[src/verilog/xlate_pkg.sv]
//////////////////////////////////////////////////
// remote address translation package
// widths, EVA field layouts, request and NPA
// bundles, region encoding for the EVA to NPA stage
//////////////////////////////////////////////////

`default_nettype none

package xlate_pkg;

  // field widths, tied to the EVA layouts below
  localparam int eva_w_c        = 32;
  localparam int epa_w_c        = 16;
  localparam int pod_x_w_c      = 3;
  localparam int x_subcord_w_c  = 4;
  localparam int pod_y_w_c      = 3;
  localparam int y_subcord_w_c  = 3;

  // region tags
  localparam int         dram_bit_c       = 31;
  localparam logic [1:0] global_tag_c     = 2'b01;
  localparam logic [2:0] tile_group_tag_c = 3'b001;

  typedef logic [eva_w_c-1:0]       eva_t;
  typedef logic [epa_w_c-1:0]       epa_t;
  typedef logic [pod_x_w_c-1:0]     pod_x_t;
  typedef logic [x_subcord_w_c-1:0] x_subcord_t;
  typedef logic [pod_y_w_c-1:0]     pod_y_t;
  typedef logic [y_subcord_w_c-1:0] y_subcord_t;
  // global coords are pod then subcoord
  typedef logic [pod_x_w_c+x_subcord_w_c-1:0] x_cord_t;
  typedef logic [pod_y_w_c+y_subcord_w_c-1:0] y_cord_t;

  // EVA viewed as a global address
  typedef struct packed {
    logic [1:0]  remote;
    logic [5:0]  y_cord;
    logic [6:0]  x_cord;
    logic [14:0] addr;
    logic [1:0]  low_bits;
  } global_addr_s;

  // EVA viewed as a tile-group address
  typedef struct packed {
    logic [2:0]  remote;
    logic [5:0]  x_cord;
    logic [4:0]  y_cord;
    logic [15:0] addr;
    logic [1:0]  low_bits;
  } tile_group_addr_s;

  // one core request
  typedef struct packed {
    eva_t       eva;
    x_subcord_t tgo_x;
    y_subcord_t tgo_y;
    logic       dram_enable;
  } xlate_req_s;

  // translated destination
  typedef struct packed {
    x_cord_t x_cord;
    y_cord_t y_cord;
    epa_t    epa;
    logic    invalid;
  } npa_s;

  typedef enum logic [1:0] {
    region_dram,
    region_global,
    region_tile_group,
    region_none
  } region_e;

endpackage

`default_nettype wire

[src/verilog/dram_stripe_hash.sv]
//////////////////////////////////////////////////
// DRAM striping hash
// spreads DRAM cache lines over the north and
// south vcache rows, one line per vcache column
//////////////////////////////////////////////////

`default_nettype none

module dram_stripe_hash #(
  parameter int vcache_block_words_p = 8,
  parameter int vcache_size_words_p  = 1024
) (
  input  var xlate_pkg::eva_t   eva_i,
  input  var xlate_pkg::pod_x_t pod_x_i,
  input  var xlate_pkg::pod_y_t pod_y_i,
  output xlate_pkg::npa_s       npa_o
);

  // word offset inside a line
  localparam int offset_w_lp = $clog2(vcache_block_words_p);
  // lines one vcache can hold
  localparam int set_w_lp    = $clog2(vcache_size_words_p / vcache_block_words_p);
  localparam int col_w_lp    = xlate_pkg::x_subcord_w_c;
  // half select sits right above the column bits
  localparam int half_bit_lp = offset_w_lp + col_w_lp;

  // DRAM word address, bit 31 is only the region flag
  logic [28:0]              word_addr;
  logic [offset_w_lp-1:0]   word_offset;
  xlate_pkg::x_subcord_t    column;
  logic                     south;
  logic [set_w_lp-1:0]      set_index;
  xlate_pkg::pod_y_t        pod_north;
  xlate_pkg::pod_y_t        pod_south;

  assign word_addr   = eva_i[30:2];
  assign word_offset = word_addr[offset_w_lp-1:0];
  // consecutive lines walk across the columns first
  assign column      = word_addr[offset_w_lp +: col_w_lp];
  // then alternate north and south
  assign south       = word_addr[half_bit_lp];
  // what is left of the line index, within one vcache
  assign set_index   = word_addr[half_bit_lp+1 +: set_w_lp];

  // north vcaches are the bottom row of the pod above, pod y wraps
  assign pod_north = pod_y_i - xlate_pkg::pod_y_t'(1);
  // south vcaches are the top row of the pod below
  assign pod_south = pod_y_i + xlate_pkg::pod_y_t'(1);

  always_comb begin
    npa_o.x_cord = {pod_x_i, column};
    if (south) begin
      npa_o.y_cord = {pod_south, {xlate_pkg::y_subcord_w_c{1'b0}}};
    end else begin
      npa_o.y_cord = {pod_north, {xlate_pkg::y_subcord_w_c{1'b1}}};
    end
    npa_o.epa     = xlate_pkg::epa_t'({set_index, word_offset});
    // every DRAM address hashes somewhere
    npa_o.invalid = 1'b0;
  end

endmodule

`default_nettype wire

[src/verilog/direct_region_decode.sv]
//////////////////////////////////////////////////
// direct region decoder
// classifies the EVA and maps global, tile-group
// and block-RAM addresses straight to an NPA
//////////////////////////////////////////////////

`default_nettype none

module direct_region_decode #(
  parameter int vcache_size_words_p = 1024
) (
  input  var xlate_pkg::eva_t       eva_i,
  input  var xlate_pkg::x_subcord_t tgo_x_i,
  input  var xlate_pkg::y_subcord_t tgo_y_i,
  input  var xlate_pkg::pod_x_t     pod_x_i,
  input  var xlate_pkg::pod_y_t     pod_y_i,
  output xlate_pkg::npa_s           npa_o,
  output xlate_pkg::region_e        region_o
);

  // word address bits of one vcache
  localparam int lg_size_lp   = $clog2(vcache_size_words_p);
  localparam int bram_x_lsb   = 2 + lg_size_lp;
  localparam int bram_row_bit = bram_x_lsb + xlate_pkg::x_subcord_w_c;

  xlate_pkg::global_addr_s     global_addr;
  xlate_pkg::tile_group_addr_s tg_addr;
  logic                        is_dram;
  logic                        is_global;
  logic                        is_tile_group;

  // block-RAM mapping pieces
  xlate_pkg::x_subcord_t       bram_x_sub;
  logic                        bram_south;
  xlate_pkg::pod_y_t           bram_pod_y;

  // same bits, two views
  assign global_addr = eva_i;
  assign tg_addr     = eva_i;

  assign is_dram       = eva_i[xlate_pkg::dram_bit_c];
  assign is_global     = global_addr.remote == xlate_pkg::global_tag_c;
  assign is_tile_group = tg_addr.remote == xlate_pkg::tile_group_tag_c;

  // column from the bits above one vcache capacity
  assign bram_x_sub = eva_i[bram_x_lsb +: xlate_pkg::x_subcord_w_c];
  // 1 goes to the pod below, 0 to the pod above
  assign bram_south = eva_i[bram_row_bit];
  assign bram_pod_y = bram_south ? pod_y_i + xlate_pkg::pod_y_t'(1)
                                 : pod_y_i - xlate_pkg::pod_y_t'(1);

  always_comb begin
    npa_o.invalid = 1'b0;
    // priority follows the tag width, dram bit first
    if (is_dram) begin
      region_o     = xlate_pkg::region_dram;
      npa_o.x_cord = {pod_x_i, bram_x_sub};
      npa_o.y_cord = {bram_pod_y, {xlate_pkg::y_subcord_w_c{~bram_south}}};
      // word address inside the vcache
      npa_o.epa    = xlate_pkg::epa_t'(eva_i[2 +: lg_size_lp]);
    end else if (is_global) begin
      region_o     = xlate_pkg::region_global;
      // coordinates sit in the EVA as they are
      npa_o.x_cord = global_addr.x_cord;
      npa_o.y_cord = global_addr.y_cord;
      npa_o.epa    = xlate_pkg::epa_t'(global_addr.addr);
    end else if (is_tile_group) begin
      region_o     = xlate_pkg::region_tile_group;
      // offset from origin, wraps inside the pod
      npa_o.x_cord = {pod_x_i, xlate_pkg::x_subcord_t'(tg_addr.x_cord + tgo_x_i)};
      npa_o.y_cord = {pod_y_i, xlate_pkg::y_subcord_t'(tg_addr.y_cord + tgo_y_i)};
      npa_o.epa    = tg_addr.addr;
    end else begin
      region_o      = xlate_pkg::region_none;
      npa_o.x_cord  = '0;
      npa_o.y_cord  = '0;
      npa_o.epa     = '0;
      npa_o.invalid = 1'b1;
    end
  end

endmodule

`default_nettype wire

[src/verilog/npa_select.sv]
//////////////////////////////////////////////////
// NPA select
// picks the hash or decoder result by region,
// flags EVAs that match no region
//////////////////////////////////////////////////

`default_nettype none

module npa_select (
  input  var xlate_pkg::region_e region_i,
  input  var logic               dram_enable_i,
  input  var xlate_pkg::npa_s    hash_npa_i,
  input  var xlate_pkg::npa_s    dec_npa_i,
  output xlate_pkg::npa_s        npa_o
);

  always_comb begin
    unique case (region_i)
      xlate_pkg::region_dram: begin
        // striping only in DRAM mode
        if (dram_enable_i) begin
          npa_o = hash_npa_i;
        end else begin
          // vcaches act as block RAM
          npa_o = dec_npa_i;
        end
      end
      xlate_pkg::region_global,
      xlate_pkg::region_tile_group: begin
        npa_o = dec_npa_i;
      end
      default: begin
        // no region matched
        npa_o.x_cord  = '0;
        npa_o.y_cord  = '0;
        npa_o.epa     = '0;
        npa_o.invalid = 1'b1;
      end
    endcase
  end

endmodule

`default_nettype wire

[src/verilog/npa_credit_stage.sv]
//////////////////////////////////////////////////
// NPA output stage
// registers accepted requests for one cycle and
// tracks link credits towards the network
//////////////////////////////////////////////////

`default_nettype none

module npa_credit_stage #(
  parameter int credits_p = 4
) (
  input  var logic            clk_i,
  input  var logic            rst_i,
  input  var logic            v_i,
  input  var xlate_pkg::npa_s npa_i,
  input  var logic            credit_i,
  output logic                ready_o,
  output logic                v_o,
  output xlate_pkg::npa_s     npa_o
);

  // room for 0 .. credits_p
  localparam int cnt_w_lp = $clog2(credits_p + 1);

  logic [cnt_w_lp-1:0] credit_cnt_r;
  logic                accept;
  logic                v_r;
  xlate_pkg::npa_s     npa_r;

  // any credit left means a slot on the link
  assign ready_o = credit_cnt_r != '0;
  assign accept  = v_i & ready_o;

  // credit is taken at acceptance, so the
  // registered beat always owns one
  always_ff @(posedge clk_i) begin
    if (rst_i) begin
      credit_cnt_r <= cnt_w_lp'(credits_p);
    end else begin
      unique case ({credit_i, accept})
        2'b10: begin
          credit_cnt_r <= credit_cnt_r + 1'b1;
        end
        2'b01: begin
          credit_cnt_r <= credit_cnt_r - 1'b1;
        end
        default: begin
          // none, or returned and spent together
          credit_cnt_r <= credit_cnt_r;
        end
      endcase
    end
  end

  // valid lasts one cycle per accepted request
  always_ff @(posedge clk_i) begin
    if (rst_i) begin
      v_r <= 1'b0;
    end else begin
      v_r <= accept;
    end
  end

  // payload only loads on acceptance
  always_ff @(posedge clk_i) begin
    if (accept) begin
      npa_r <= npa_i;
    end
  end

  assign v_o   = v_r;
  assign npa_o = npa_r;

endmodule

`default_nettype wire

[src/verilog/remote_xlate_top.sv]
//////////////////////////////////////////////////
// remote address translation top
// EVA to NPA for a manycore tile, hash and decoder
// side by side, then a credited output register
//////////////////////////////////////////////////

`default_nettype none

module remote_xlate_top #(
  parameter int vcache_block_words_p = 8,
  parameter int vcache_size_words_p  = 1024,
  parameter int credits_p            = 4
) (
  input  var logic                  clk_i,
  input  var logic                  rst_i,
  // core request
  input  var logic                  req_v_i,
  input  var xlate_pkg::xlate_req_s req_i,
  output logic                      req_ready_o,
  // position of this pod
  input  var xlate_pkg::pod_x_t     pod_x_i,
  input  var xlate_pkg::pod_y_t     pod_y_i,
  // towards the network
  output logic                      out_v_o,
  output xlate_pkg::npa_s           out_o,
  input  var logic                  credit_i
);

  xlate_pkg::npa_s    hash_npa;
  xlate_pkg::npa_s    dec_npa;
  xlate_pkg::npa_s    sel_npa;
  xlate_pkg::region_e region;

  // DRAM striping
  dram_stripe_hash #(
    .vcache_block_words_p(vcache_block_words_p),
    .vcache_size_words_p (vcache_size_words_p)
  ) hash_i (
    .eva_i  (req_i.eva),
    .pod_x_i(pod_x_i),
    .pod_y_i(pod_y_i),
    .npa_o  (hash_npa)
  );

  // global, tile-group, block RAM
  direct_region_decode #(
    .vcache_size_words_p(vcache_size_words_p)
  ) decode_i (
    .eva_i   (req_i.eva),
    .tgo_x_i (req_i.tgo_x),
    .tgo_y_i (req_i.tgo_y),
    .pod_x_i (pod_x_i),
    .pod_y_i (pod_y_i),
    .npa_o   (dec_npa),
    .region_o(region)
  );

  npa_select select_i (
    .region_i     (region),
    .dram_enable_i(req_i.dram_enable),
    .hash_npa_i   (hash_npa),
    .dec_npa_i    (dec_npa),
    .npa_o        (sel_npa)
  );

  // one register stage with link credits
  npa_credit_stage #(
    .credits_p(credits_p)
  ) stage_i (
    .clk_i   (clk_i),
    .rst_i   (rst_i),
    .v_i     (req_v_i),
    .npa_i   (sel_npa),
    .credit_i(credit_i),
    .ready_o (req_ready_o),
    .v_o     (out_v_o),
    .npa_o   (out_o)
  );

endmodule

`default_nettype wire

[config.mk]
export PLATFORM = sky130hd
export DESIGN_NAME = remote_xlate_top
export DESIGN_NICKNAME = d
export VERILOG_FILES = /design/src/verilog/xlate_pkg.sv /design/src/verilog/dram_stripe_hash.sv /design/src/verilog/direct_region_decode.sv /design/src/verilog/npa_select.sv /design/src/verilog/npa_credit_stage.sv /design/src/verilog/remote_xlate_top.sv
export SDC_FILE = /design/constraint.sdc
export NUM_CORES = 1
export LEC_CHECK = 0
export ABC_AREA = 1
export BUFFER_PORTS_ARGS = -buffer_cell sky130_fd_sc_hd__buf_2
export CORE_ASPECT_RATIO = 1.5
export CORE_MARGIN = 2
export CORE_UTILIZATION = 44
export CTS_CLUSTER_DIAMETER = 50
export DETAILED_ROUTE_END_ITERATION = 16
export PLACE_DENSITY = 0.76
export SLEW_MARGIN = 20
export SYNTH_ARGS = -nofsm -noshare
export SYNTH_HDL_FRONTEND = slang
export SYNTH_SLANG_ARGS = --single-unit
[constraint.sdc]
create_clock -name clk_i -period 2.4 [get_ports clk_i]
set_input_delay 0.24 -clock clk_i [delete_from_list [all_inputs] [get_ports clk_i]]
set_output_delay 0.24 -clock clk_i [all_outputs]
set_load 0.1 [all_outputs]
==> summary.md, run 1 <==
| Metric | Value |
|---|---|
| Outcome | `complete, no violations` |
| Critical path's slowest cell | `fa_1` |
| Total power | `0.00195 W` |
| Wirelength per Cell | `12.5 µm` |
| Combinational power share | `41.9%` |
| Avg Inst Size Synth | `8.63 µm²` |
| Post-synth EDFFs | `30` |
| Layout Cells excl Fill | `390` |
| Drt pass-1 iters | `4` |
| Dpl ws | `0.411 ns` |
| Placer congestion estimate | `0.946` |
| Psw | `0.000861 W` |
| Pwr dens | `734 mW/mm²` |
| Maximum Capacitance Violations | `0` |
| Antenna cell count | `0` |
| Final setup fails | `0` |
| Sequential power share | `38.2%` |
| Yosys top cell by area | `edfxtp_1` |
| Post-synth top flop | `edfxtp_1` |
| Layout area overhead | `28.5%` |
| Core Area | `0.00454 mm²` |
| Hold-fix buffers, CTS | `0` |
| Setup bufs post-CTS | `0` |
| Final count of hold timing violations | `0` |
| Hold slack | `0.176 ns` |
| TritonCTS Buffers | `5` |
| Total I/O pin count | `82` |
| Peak supply drop | `0.304 mV` |
| Netlist Area Pre-Place | `0.00207 mm²` |
| Via-per-instance ratio | `4.97` |
| Cell count after synthesis | `240` |
| Worst Hold Class | `input port to flop` |
| Detail Route Antenna Nets | `0` |
| Worst-skew pair later-pin latency | `0.28 ns` |
| Clock slew at reported path FFs | `0.07 ns` |
| Die H | `88.0 µm` |
| All-Layer GR Usage | `19.1%` |
| Fmax | `0.566 GHz` |
| Die width | `60.0 µm` |
| Share of the synthesized area in the top cell type | `43.5%` |
| Std cell rows | `30` |
| Final worst-path cycle share | `73.6%` |
| Clock Skew | `0.00433 ns` |
| Internal power | `0.00109 W` |
| Drt total wl | `4.88 mm` |
| Worst-Margin Slew | `0.528 ns` |
| Initial antenna violation count | `0` |
| Clock power share | `19.9%` |
| Minimum clock period | `1.77 ns` |
| Synth area leaders | `edfxtp_1 (44%), nand2_1 (10%), a21oi_1 (6.5%), inv_1 (6.3%), ha_1 (5.4%)` |
| Crit-path cells | `inv_2, nand3_4, nand2_4, clkinvlp_4, ha_4, inv_2, fa_1, a21oi_1, o21ai_0, a21oi_1, o21ai_0` |
| CTS tree | `yes` |
| Syn_nets | `302` |
| Post-CTS Resized | `0` |
| Worst path max stage delay | `0.38 ns` |
| Worst Path Arrival | `1.93 ns` |
| Clock root buffer master | `clkbuf_8` |
| Largest net degree at the start of global routing | `31` |
| Leak | `1.30 nW` |
| Clk sinks | `34` |
| Ys Warns | `0` |
| Detailed placement HPWL | `3.94 mm` |
| Filler instances | `408` |
| CP required | `2.56 ns` |
| PortBufs | `79` |
| Startpoint type of the worst setup path | `flop` |
| Vias in the first global route | `1,760` |
| Remaining global-route overflow | `0` |
| Via count | `1,940` |
| Initial DRC count | `60` |
| Kind of critical path | `flop to flop` |
| Synthesis-stage register bit count | `34` |
| CP max FO | `3` |
| Final WS setup | `0.635 ns` |
| Fraction of layout cells with a size suffix above 1 | `33.1%` |
| Clock H-tree levels | `2` |
| Die footprint | `0.00528 mm²` |
| Seq/Total Area, Yosys | `47.4%` |
| Total negative slack | `0 ns` |
| Worst slew margin | `64.4%` |
| Final Net Count | `387` |
| Max clock buf depth | `2` |
| # DRC | `0` |
| Initial Util | `45.6%` |
| Sw frac | `44.1%` |
| First-pass GRT wire length | `7.58 mm` |
| Fraction of registers with async set/reset | `0%` |
| Synth unique cells | `29` |
| Placed cells | `382` |
| Worst setup EP type | `flop` |
| Slew Limit Fails | `0` |
| RSZ-0062 raised after global routing | `false` |
==> registers in the layout (all words and copies together) (netlist names) <==
signal                cells
stage_i.credit_cnt_r      3
stage_i.npa_o            30
stage_i.v_o               1
==> cells in the final DEF (no fill, tap or decap) <==
master | synthesis | routed
ha_1 | 9 | 8
buf_4 | 2 | 4
edfxtp_1 | 30 | 30
inv_4 | 1 | 1
a22oi_1 | 1 | 1
dfxtp_1 | 4 | 4
inv_1 | 35 | 31
inv_2 | 4 | 7
o211ai_1 | 1 | 1
o22ai_1 | 3 | 3
nor3_1 | 5 | 5
o21ai_4 | 1 | 1
clkbuf_1 | 2 | 1
nand3_1 | 10 | 9
nor2_2 | 2 | 2
clkbuf_8 | 0 | 5
nand3_2 | 1 | 1
xnor2_1 | 5 | 5
clkinv_1 | 0 | 1
clkinvlp_4 | 0 | 1
nand2_4 | 1 | 2
o21ai_0 | 12 | 12
buf_2 | 0 | 79
nand2_1 | 57 | 56
fa_1 | 3 | 3
xor2_1 | 2 | 2
a21oi_1 | 27 | 27
clkinv_2 | 0 | 1
ha_4 | 0 | 1
a211oi_1 | 2 | 2
o2111ai_1 | 1 | 1
nand3_4 | 0 | 1
a21oi_2 | 1 | 1
nor2_1 | 16 | 16
o21ai_2 | 1 | 1
==> power groups by stage <==
stage	registers (W)	logic, W	clock network (W)
final	0.000746	0.000818	0.000388
after global routing	0.000751	0.000870	0.000419
after CTS	0.000746	0.000820	0.000395
after detailed placement	0.000759	0.000818	0
after global placement	0.000758	0.000808	0
after floorplan	0.00119	0.000236	0
==> worst paths after layout <==
path | from | endpoint | slack (ns) | cells after the start
max | stage_i.credit_cnt_r[0] | stage_i.credit_cnt_r[2] | 0.63 | 11
min reg2reg | stage_i.credit_cnt_r[0] | stage_i.credit_cnt_r[0] | 0.47 | 2
min | rst_i | stage_i.credit_cnt_r[0] | 0.18 | 2
max reg2reg | stage_i.credit_cnt_r[0] | stage_i.credit_cnt_r[2] | 0.63 | 11
==> cells in the mapped netlist, drive strengths merged, types with 3 or more instances <==
| cell | number |
|---|---|
| nor2 | 18 |
| buf | 3 |
| nand2 | 58 |
| nor3 | 5 |
| o22ai | 3 |
| edfxtp | 30 |
| fa | 3 |
| ha | 9 |
| dfxtp | 4 |
| xnor2 | 5 |
| o21ai | 14 |
| nand3 | 11 |
| a21oi | 28 |
| inv | 40 |
==> final cells by class <==
class	instances	area, µm²	area share (%)
Sequential cell	34	981	36.9
Multi-Input combinational cell	161	936	35.2
Timing Repair Buffer	83	425	16.0
Inverter	40	156	5.88
Tap cell	64	80.1	3.01
Clock buffer	6	72.6	2.73
Clock inverter	2	8.76	0.329
==> stage by stage <==
stage | area, µm² | utilization [%]
global route | 2660 | 58.6
global placement | 2580 | 56.8
detailed placement | 2580 | 56.8
CTS | 2660 | 58.6
finish | 2660 | 58.6
floorplan | 2110 | -
==> routing by layer <==
metal	part of all wire [%]	up-vias	track usage, %
met5	0	-	0
met4	3.4	0	9.29
met3	5.7	13	2.81
met2	51	80	34.1
met1	40	881	21.7
li1	-	966	-
==> kinds of logic (layout without fill, tap and decap cells) <==
family,Yosys count,in the layout,synth area share [%]
AOI/OAI and AO/OA,50,50,13.8
xor gates and xnor gates,7,7,2.96
adders and majority gates,12,12,8.34
buffers and inverters,45,131,9.00
DFF,34,34,47.4
and+or+nand+nor,92,92,18.5
==> worst max-delay path, delay by kind of cell, from the launching register on <==
family                     cells  cell delay (ns)
AOI/OAI and AO/OA              4             0.46
adders and majority gates      2             0.50
buffers and inverters          3             0.19
and+or+nand+nor                2             0.15
DFF                            1             0.35
Note: power is estimated with default switching activity, not from simulation.
==> run 2: changes to the inputs <==
==> constraint.sdc (replaced) <==
create_clock -name clk_i -period 1.4 [get_ports clk_i]
set_input_delay 0.14 -clock clk_i [delete_from_list [all_inputs] [get_ports clk_i]]
set_output_delay 0.14 -clock clk_i [all_outputs]
set_load 0.1 [all_outputs]
==> summary.md, run 2 (synthesis gave the netlist of run 1 again) <==
| Metric | Value |
|---|---|
| All-Layer GR Usage | `22.4% (was 19.1%)` |
| Die H | `88.0 µm (unchanged)` |
| Clock Skew | `0.00801 ns (was 0.00433 ns)` |
| Design Area, Final | `0.00295 mm² (was 0.00266 mm²)` |
| Worst setup EP type | `flop (unchanged)` |
| Layout area overhead | `42.6% (was 28.5%)` |
| Worst-skew pair later-pin latency | `0.29 ns (was 0.28 ns)` |
| End of the critical path | `stage_i.credit_cnt_r[2] (unchanged)` |
| Total I/O pin count | `82 (unchanged)` |
| Worst path max stage delay | `0.34 ns (was 0.38 ns)` |
| Clock H-tree levels | `2 (unchanged)` |
| Clock root buffer master | `clkbuf_8 (unchanged)` |
| PortBufs | `79 (unchanged)` |
| Peak supply drop | `0.541 mV (was 0.304 mV)` |
| Antenna cell count | `0 (unchanged)` |
| Worst Path Arrival | `1.77 ns (was 1.93 ns)` |
| Most frequent cells in the layout | `buf_2 (79), nand2_1 (54), buf_4 (30), edfxtp_1 (30), a21oi_1 (26) (was buf_2 (79), nand2_1 (56), inv_1 (31))` |
| Die footprint | `0.00528 mm² (unchanged)` |
| Pwr dens | `1190 mW/mm² (was 734 mW/mm²)` |
| Reg area | `985 µm² (was 981 µm²)` |
| Detail Route Antenna Nets | `0 (unchanged)` |
| Combined area of the multi-input logic cells | `0.00101 mm² (was 936 µm²)` |
| Commonest non-fill, non-tap cell in the layout | `buf_2 (unchanged)` |
| Drt pass-1 iters | `4 (unchanged)` |
| Max reg flops | `30 (unchanged)` |
| Worst Hold Class | `input port to flop (unchanged)` |
| Worst-Margin Slew | `0.496 ns (was 0.528 ns)` |
| Startpoint type of the worst setup path | `flop (unchanged)` |
| Initial DRC count | `44 (was 60)` |
| CTS tree | `yes (unchanged)` |
| # DRC | `0 (unchanged)` |
| Kind of critical path | `flop to flop (unchanged)` |
| Crit-path cells | `inv_2, nand3_4, nand2_4, clkinvlp_4, ha_4, inv_2, fa_2, a21oi_2, o21ai_1, a21oi_1, o21ai_1 (was inv_2, nand3_4, nand2_4, clkinvlp_4, ha_4, inv_2, fa_1, a21oi_1, o21ai_0, a21oi_1, o21ai_0)` |
| Internal power | `0.00197 W (was 0.00109 W)` |
| Vias in the first global route | `1,962 (was 1,760)` |
| Maximum Capacitance Violations | `0 (unchanged)` |
| Dpl ws | `-0.319 ns (was 0.411 ns)` |
| Dpl cell area | `0.00281 mm² (was 0.00258 mm²)` |
| Clk sinks | `34 (unchanged)` |
| Final WS setup | `-0.185 ns (was 0.635 ns)` |
| TritonCTS Buffers | `5 (unchanged)` |
| Final worst-path cycle share | `113% (was 73.6%)` |
| Setup crit start | `stage_i.credit_cnt_r[0] (unchanged)` |
| Worst slew margin | `67.2% (was 64.4%)` |
| Final Net Count | `414 (was 387)` |
| Wirelength per Cell | `13.3 µm (was 12.5 µm)` |
| Die width | `60.0 µm (unchanged)` |
| Max clock buf depth | `2 (unchanged)` |
| Via count | `2,017 (was 1,940)` |
| Psw | `0.00155 W (was 0.000861 W)` |
| Remaining global-route overflow | `0 (unchanged)` |
| Outcome | `complete, but fails checks (was complete, no violations)` |
| Final count of hold timing violations | `0 (unchanged)` |
| Detailed placement HPWL | `4.49 mm (was 3.94 mm)` |
| Fmax | `0.631 GHz (was 0.566 GHz)` |
| Reg-to-Reg End | `stage_i.credit_cnt_r[2] (unchanged)` |
| Minimum clock period | `1.59 ns (was 1.77 ns)` |
| Clock power share | `19.2% (was 19.9%)` |
| Std cell rows | `30 (unchanged)` |
| Combinational power share | `44.4% (was 41.9%)` |
| R2R Setup Slk | `-0.19 ns (was 0.63 ns)` |
| CP required | `1.58 ns (was 2.56 ns)` |
| Critical path's slowest cell | `dfxtp_2 (was fa_1)` |
| RSZ-0062 raised after global routing | `true (was false)` |
| Placer congestion estimate | `0.965 (was 0.946)` |
| Drt total wl | `5.51 mm (was 4.88 mm)` |
| Core Area | `0.00454 mm² (unchanged)` |
| Leak | `1.43 nW (was 1.30 nW)` |
| Failing checks | `setup timing` |
| Hold-fix buffers, CTS | `0 (unchanged)` |
| Clock slew at reported path FFs | `0.07 ns (about the same)` |
| Crit Reg-Reg Startpoint | `stage_i.credit_cnt_r[0] (unchanged)` |
| Initial Util | `45.6% (unchanged)` |
| Sequential power share | `36.4% (was 38.2%)` |
| First-pass GRT wire length | `8.74 mm (was 7.58 mm)` |
| Reg2reg path depth | `11 (unchanged)` |
| Largest net degree at the start of global routing | `31 (unchanged)` |
| CP max FO | `2 (was 3)` |
| Sw frac | `44.0% (was 44.1%)` |
| Filler instances | `382 (was 408)` |
| Via-per-instance ratio | `4.85 (was 4.97)` |
| Slew Limit Fails | `0 (unchanged)` |
| Fraction of layout cells with a size suffix above 1 | `45.2% (was 33.1%)` |
| Initial antenna violation count | `0 (unchanged)` |
| Final setup fails | `2 (was 0)` |
## run 2: what timing repair did
| item | in CTS | in global routing |
|---|---|---|
| pin swaps | 1 | 0 |
| endpoints found under the setup margin | 2 | 5 |
| buffers inserted | 1 | 2 |
| resized for setup | 9 | 6 |
## run 2: worst min path at each step
stage,slack [ns],cells past startpoint,startpoint,end
finish,0.07,2,rst_i,stage_i.credit_cnt_r[0]
global route,0.06,2,rst_i,stage_i.credit_cnt_r[0]
CTS,0.06,2,rst_i,stage_i.credit_cnt_r[0]
detailed placement,0.36,2,rst_i,stage_i.credit_cnt_r[0]
global placement,0.36,2,rst_i,stage_i.credit_cnt_r[0]
floorplan,0.21,1,rst_i,stage_i.credit_cnt_r[0]
## run 2: per-layer routing
layer / wire length (µm) / part of all wire (%) / track usage [%]
met1: 2030 / 37 / 23.8
met2: 3110 / 56 / 41.0
met3: 190 / 3.4 / 3.69
met4: 177 / 3.2 / 11.3
met5: 0 / 0 / 0
## run 2: stage by stage
| step | TNS, ns | util (%) | std cells | power [W] | hold slack, ns |
|---|---|---|---|---|---|
| 2_1_floorplan | -12.44 | - | 240 | 0.00246 | 0.209 |
| 3_3_place_gp | -3.64 | 61.8 | 406 | 0.00280 | 0.364 |
| 3_5_place_dp | -4.86 | 61.8 | 406 | 0.00282 | 0.360 |
| 4_1_cts | -0.374 | 64.1 | 414 | 0.00351 | 0.0623 |
| 5_1_grt | -0.486 | 65.0 | 416 | 0.00368 | 0.0641 |
| 6_report | -0.367 | 65.0 | 416 | 0.00352 | 0.0718 |
## run 2: layout make-up
class	count	area share, %
inverter	40	5.38
sequential	34	33.3
timing repair buffer	110	21.5
clock inverter	2	0.339
clock buffer	5	2.33
tap	64	2.71
multi-input combinational	161	34.4
## run 2: worst max-delay path: cells and delay by family (launching register included)
kind | cells | cell delay [ns]
adders and majority gates | 2 | 0.46
AOI/OAI and AO/OA | 4 | 0.37
DFF | 1 | 0.34
buffers and inverters | 3 | 0.17
and+or+nand+nor | 2 | 0.15
## run 2: power by group through the flow
stage | sequential [W] | clock, W | combinational [W]
finish | 0.00128 | 0.000675 | 0.00156
global route | 0.00129 | 0.000735 | 0.00166
CTS | 0.00128 | 0.000683 | 0.00154
detailed placement | 0.00130 | 0 | 0.00152
global placement | 0.00130 | 0 | 0.00150
floorplan | 0.00203 | 0 | 0.000431
==> run 3: changes to the inputs <==
--- a/config.mk
+++ b/config.mk
@@ -5,7 +5,6 @@
 export SDC_FILE = /design/constraint.sdc
 export NUM_CORES = 1
 export LEC_CHECK = 0
-export ABC_AREA = 1
 export BUFFER_PORTS_ARGS = -buffer_cell sky130_fd_sc_hd__buf_2
 export CORE_ASPECT_RATIO = 1.5
 export CORE_MARGIN = 2
==> summary.md, run 3 <==
| Metric | Value |
|---|---|
| Final Net Count | `384 (was 414)` |
| Max reg flops | `30 (unchanged)` |
| Netlist Area Pre-Place | `0.00212 mm² (was 0.00207 mm²)` |
| Filler instances | `382 (unchanged)` |
| Worst Path Arrival | `2.11 ns (was 1.77 ns)` |
| Clock Skew | `0.00425 ns (was 0.00801 ns)` |
| Clock power share | `17.8% (was 19.2%)` |
| Crit-path cells | `or3_4, and2_4, ha_4, inv_2, fa_2, xor2_2, nor3_1, or3b_4 (was inv_2, nand3_4, nand2_4, clkinvlp_4, ha_4, inv_2, fa_2, a21oi_2, o21ai_1, a21oi_1, o21ai_1)` |
| Worst-Margin Slew | `0.499 ns (was 0.496 ns)` |
| Worst setup EP type | `flop (unchanged)` |
| Total I/O pin count | `82 (unchanged)` |
| Final count of hold timing violations | `0 (unchanged)` |
| Vias in the first global route | `1,935 (was 1,962)` |
| RSZ-0062 raised after global routing | `true (unchanged)` |
| Sequential power share | `35.1% (was 36.4%)` |
| Clk sinks | `34 (unchanged)` |
| Yosys top cell by area | `edfxtp_1 (unchanged)` |
| Wirelength per Cell | `14.3 µm (was 13.3 µm)` |
| Drt pass-1 iters | `4 (unchanged)` |
| Minimum clock period | `1.94 ns (was 1.59 ns)` |
| Final worst-path cycle share | `139% (was 113%)` |
| Worst-skew pair later-pin latency | `0.28 ns (was 0.29 ns)` |
| Share of the synthesized area in the top cell type | `42.6% (was 43.5%)` |
| Initial Util | `46.2% (was 45.6%)` |
| Fmax | `0.515 GHz (was 0.631 GHz)` |
| Leak | `1.39 nW (was 1.43 nW)` |
| Commonest non-fill, non-tap cell in the layout | `buf_2 (unchanged)` |
| Via count | `1,960 (was 2,017)` |
| CP max FO | `2 (unchanged)` |
| Critical path's slowest cell | `or3_4 (was dfxtp_2)` |
| Cell count after synthesis | `210 (was 240)` |
| Remaining global-route overflow | `0 (unchanged)` |
| CP required | `1.57 ns (was 1.58 ns)` |
| Die width | `60.6 µm (was 60.0 µm)` |
| Final WS setup | `-0.543 ns (was -0.185 ns)` |
| Dpl cell area | `0.00293 mm² (was 0.00281 mm²)` |
| Post-synthesis simple-gate area fraction | `16.6% (was 18.5%)` |
| Internal power | `0.00210 W (was 0.00197 W)` |
| Synth cell count leaders | `edfxtp_1 (30), nand2_1 (22), a21oi_1 (17), inv_1 (17), nor2_1 (17) (was nand2_1 (57), inv_1 (35), edfxtp_1 (30))` |
| Synth area leaders | `edfxtp_1 (43%), ha_1 (5.3%), a21oi_1 (4.0%), nand2_1 (3.9%), dfxtp_1 (3.8%) (was edfxtp_1 (44%), nand2_1 (10%), a21oi_1 (6.5%), inv_1 (6.3%), ha_1 (5.4%))` |
| Slew Limit Fails | `0 (unchanged)` |
| Hold-fix buffers, CTS | `0 (unchanged)` |
| Worst slew margin | `67.0% (was 67.2%)` |
| CTS tree | `yes (unchanged)` |
| Largest family of logic cells by synthesized area | `compound AO/OA/AOI/OAI gates (was simple AND/OR/NAND/NOR gates)` |
| Failing checks | `setup timing (unchanged)` |
| Via-per-instance ratio | `5.06 (was 4.85)` |
| Clock slew at reported path FFs | `0.06 ns (was 0.07 ns)` |
| Die footprint | `0.00539 mm² (was 0.00528 mm²)` |
| Worst Hold Class | `input port to flop (unchanged)` |
| Std cell rows | `30 (unchanged)` |
| Startpoint type of the worst setup path | `flop (unchanged)` |
| Avg Inst Size Synth | `10.1 µm² (was 8.63 µm²)` |
| Ys Warns | `0 (unchanged)` |
| Antenna cell count | `0 (unchanged)` |
| Largest net degree at the start of global routing | `32 (was 31)` |
| Total negative slack | `-1.10 ns (was -0.367 ns)` |
| Psw | `0.00162 W (was 0.00155 W)` |
| XOR/XNOR share of the synthesized area | `3.96% (was 2.96%)` |
| Syn_nets | `272 (was 302)` |
| Seq/Total Area, Yosys | `46.3% (was 47.4%)` |
| Kind of critical path | `flop to flop (unchanged)` |
| Count leader, synth | `edfxtp_1 (was nand2_1)` |
| Final setup fails | `4 (was 2)` |
| Initial antenna violation count | `0 (unchanged)` |
| Post-synth top flop | `edfxtp_1 (unchanged)` |
| Most frequent cells in the layout | `buf_2 (74), buf_4 (32), edfxtp_1 (30) (was buf_2 (79), nand2_1 (54), buf_4 (30), edfxtp_1 (30), a21oi_1 (26))` |
| Compound-gate portion of the synthesized area | `18.1% (was 13.8%)` |
| Clock root buffer master | `clkbuf_8 (unchanged)` |
| Adder-cell share of the synthesized area | `8.16% (was 8.34%)` |
| All-Layer GR Usage | `21.6% (was 22.4%)` |
| Pwr dens | `1200 mW/mm² (was 1190 mW/mm²)` |
| Outcome | `complete, but fails checks (unchanged)` |
| Worst path max stage delay | `0.38 ns (was 0.34 ns)` |
| Sw frac | `43.6% (was 44.0%)` |
| Synth unique cells | `47 (was 29)` |
| Core Area | `0.00458 mm² (was 0.00454 mm²)` |
| Max clock buf depth | `2 (unchanged)` |
| Die H | `89.0 µm (was 88.0 µm)` |
| TritonCTS Buffers | `5 (unchanged)` |
| Detail Route Antenna Nets | `0 (unchanged)` |
| Layout area overhead | `46.9% (was 42.6%)` |
| Post-synth EDFFs | `30 (unchanged)` |
| Design Area, Final | `0.00311 mm² (was 0.00295 mm²)` |
| Buffers and inverters on the worst path | `1 (was 3)` |
| Fraction of layout cells with a size suffix above 1 | `48.0% (was 45.2%)` |
| Initial DRC count | `48 (was 44)` |
| Top delay family on crit path | `simple AND/OR/NAND/NOR gates (was adder cells)` |
| Clock H-tree levels | `2 (unchanged)` |
| Maximum Capacitance Violations | `0 (unchanged)` |
| Post-synthesis mux area share | `1.42% (was 0%)` |
| Dpl ws | `-0.574 ns (was -0.319 ns)` |
| Combinational power share | `47.1% (was 44.4%)` |
| Peak supply drop | `0.477 mV (was 0.541 mV)` |
| # DRC | `0 (unchanged)` |
| Fraction of registers with async set/reset | `0% (unchanged)` |
| Drt total wl | `5.55 mm (was 5.51 mm)` |
| Synthesis-stage register bit count | `34 (unchanged)` |
| First-pass GRT wire length | `8.63 mm (was 8.74 mm)` |
| Detailed placement HPWL | `4.43 mm (was 4.49 mm)` |
| PortBufs | `79 (unchanged)` |
| Placer congestion estimate | `0.833 (was 0.965)` |
==> run 3: cell count changes in the layout (fill, tap and decap cells not counted), sizes merged, moves of 3 or more <==
cell    previous run  this run
and2               0        10
buf              110       115
nor3               5         1
o22ai              3         0
nand2b             0         6
a21oi             28        17
or3                0         3
inv               39        17
a22oi              1         7
nand2             58        22
nand3             11         1
o211ai             1         6
mux2i              0         3
==> run 3: timing repair <==
action                                  4_1_cts  5_1_grt
pin swaps                                     5       20
resized for setup                             6       15
buffers inserted                              1        3
endpoints found under the setup margin       24       47
==> run 3: kinds of logic after synthesis <==
family | after synthesis
AOI/OAI and AO/OA | 58
xor gates and xnor gates | 8
buffers and inverters | 27
adders and majority gates | 12
DFF | 34
and+or+nand+nor | 68
muxes | 3
==> run 3: power by group through the flow <==
stage          combinational [W]  clock, W  sequential [W]
2_1_floorplan           0.000507         0         0.00214
3_3_place_gp             0.00168         0         0.00132
3_5_place_dp             0.00170         0         0.00133
4_1_cts                  0.00172  0.000679         0.00131
5_1_grt                  0.00185  0.000710         0.00132
6_report                 0.00175  0.000661         0.00131
==> run 3: stage by stage <==
stage / instances / hold slack [ns] / power [W] / util [%]
floorplan: 210 / 0.205 / 0.00265 / -
global placement: 377 / 0.358 / 0.00300 / 64.0
detailed placement: 377 / 0.366 / 0.00303 / 64.0
CTS: 385 / 0.0587 / 0.00371 / 66.3
global route: 387 / 0.0631 / 0.00388 / 67.9
finish: 387 / 0.0665 / 0.00372 / 67.9
==> run 3: worst paths after layout <==
path | depth (start not counted) | slack (ns) | start | end
hold / removal | 2 | 0.07 | rst_i | stage_i.credit_cnt_r[1]
hold reg to reg | 3 | 0.58 | stage_i.credit_cnt_r[1] | stage_i.credit_cnt_r[1]
setup reg to reg | 8 | -0.54 | stage_i.credit_cnt_r[2] | stage_i.credit_cnt_r[2]
setup / recovery | 8 | -0.54 | stage_i.credit_cnt_r[2] | stage_i.credit_cnt_r[2]
==> run 3: cell type report <==
type | count | area, µm² | area share (%)
sequential | 34 | 985 | 31.7
inverter | 17 | 68.8 | 2.21
clock buffer | 6 | 72.6 | 2.33
tap | 64 | 80.1 | 2.57
timing repair buffer | 115 | 724 | 23.3
multi-input combinational | 149 | 1170 | 37.7
clock inverter | 2 | 8.76 | 0.282
==> run 3: metal layers <==
layer,wire length [µm],track usage [%],vias to the layer above
met2,3120,39.7,59
met5,0,0,-
met4,95,10.1,0
met3,205,3.33,6
met1,2130,23.6,917
li1,-,-,978
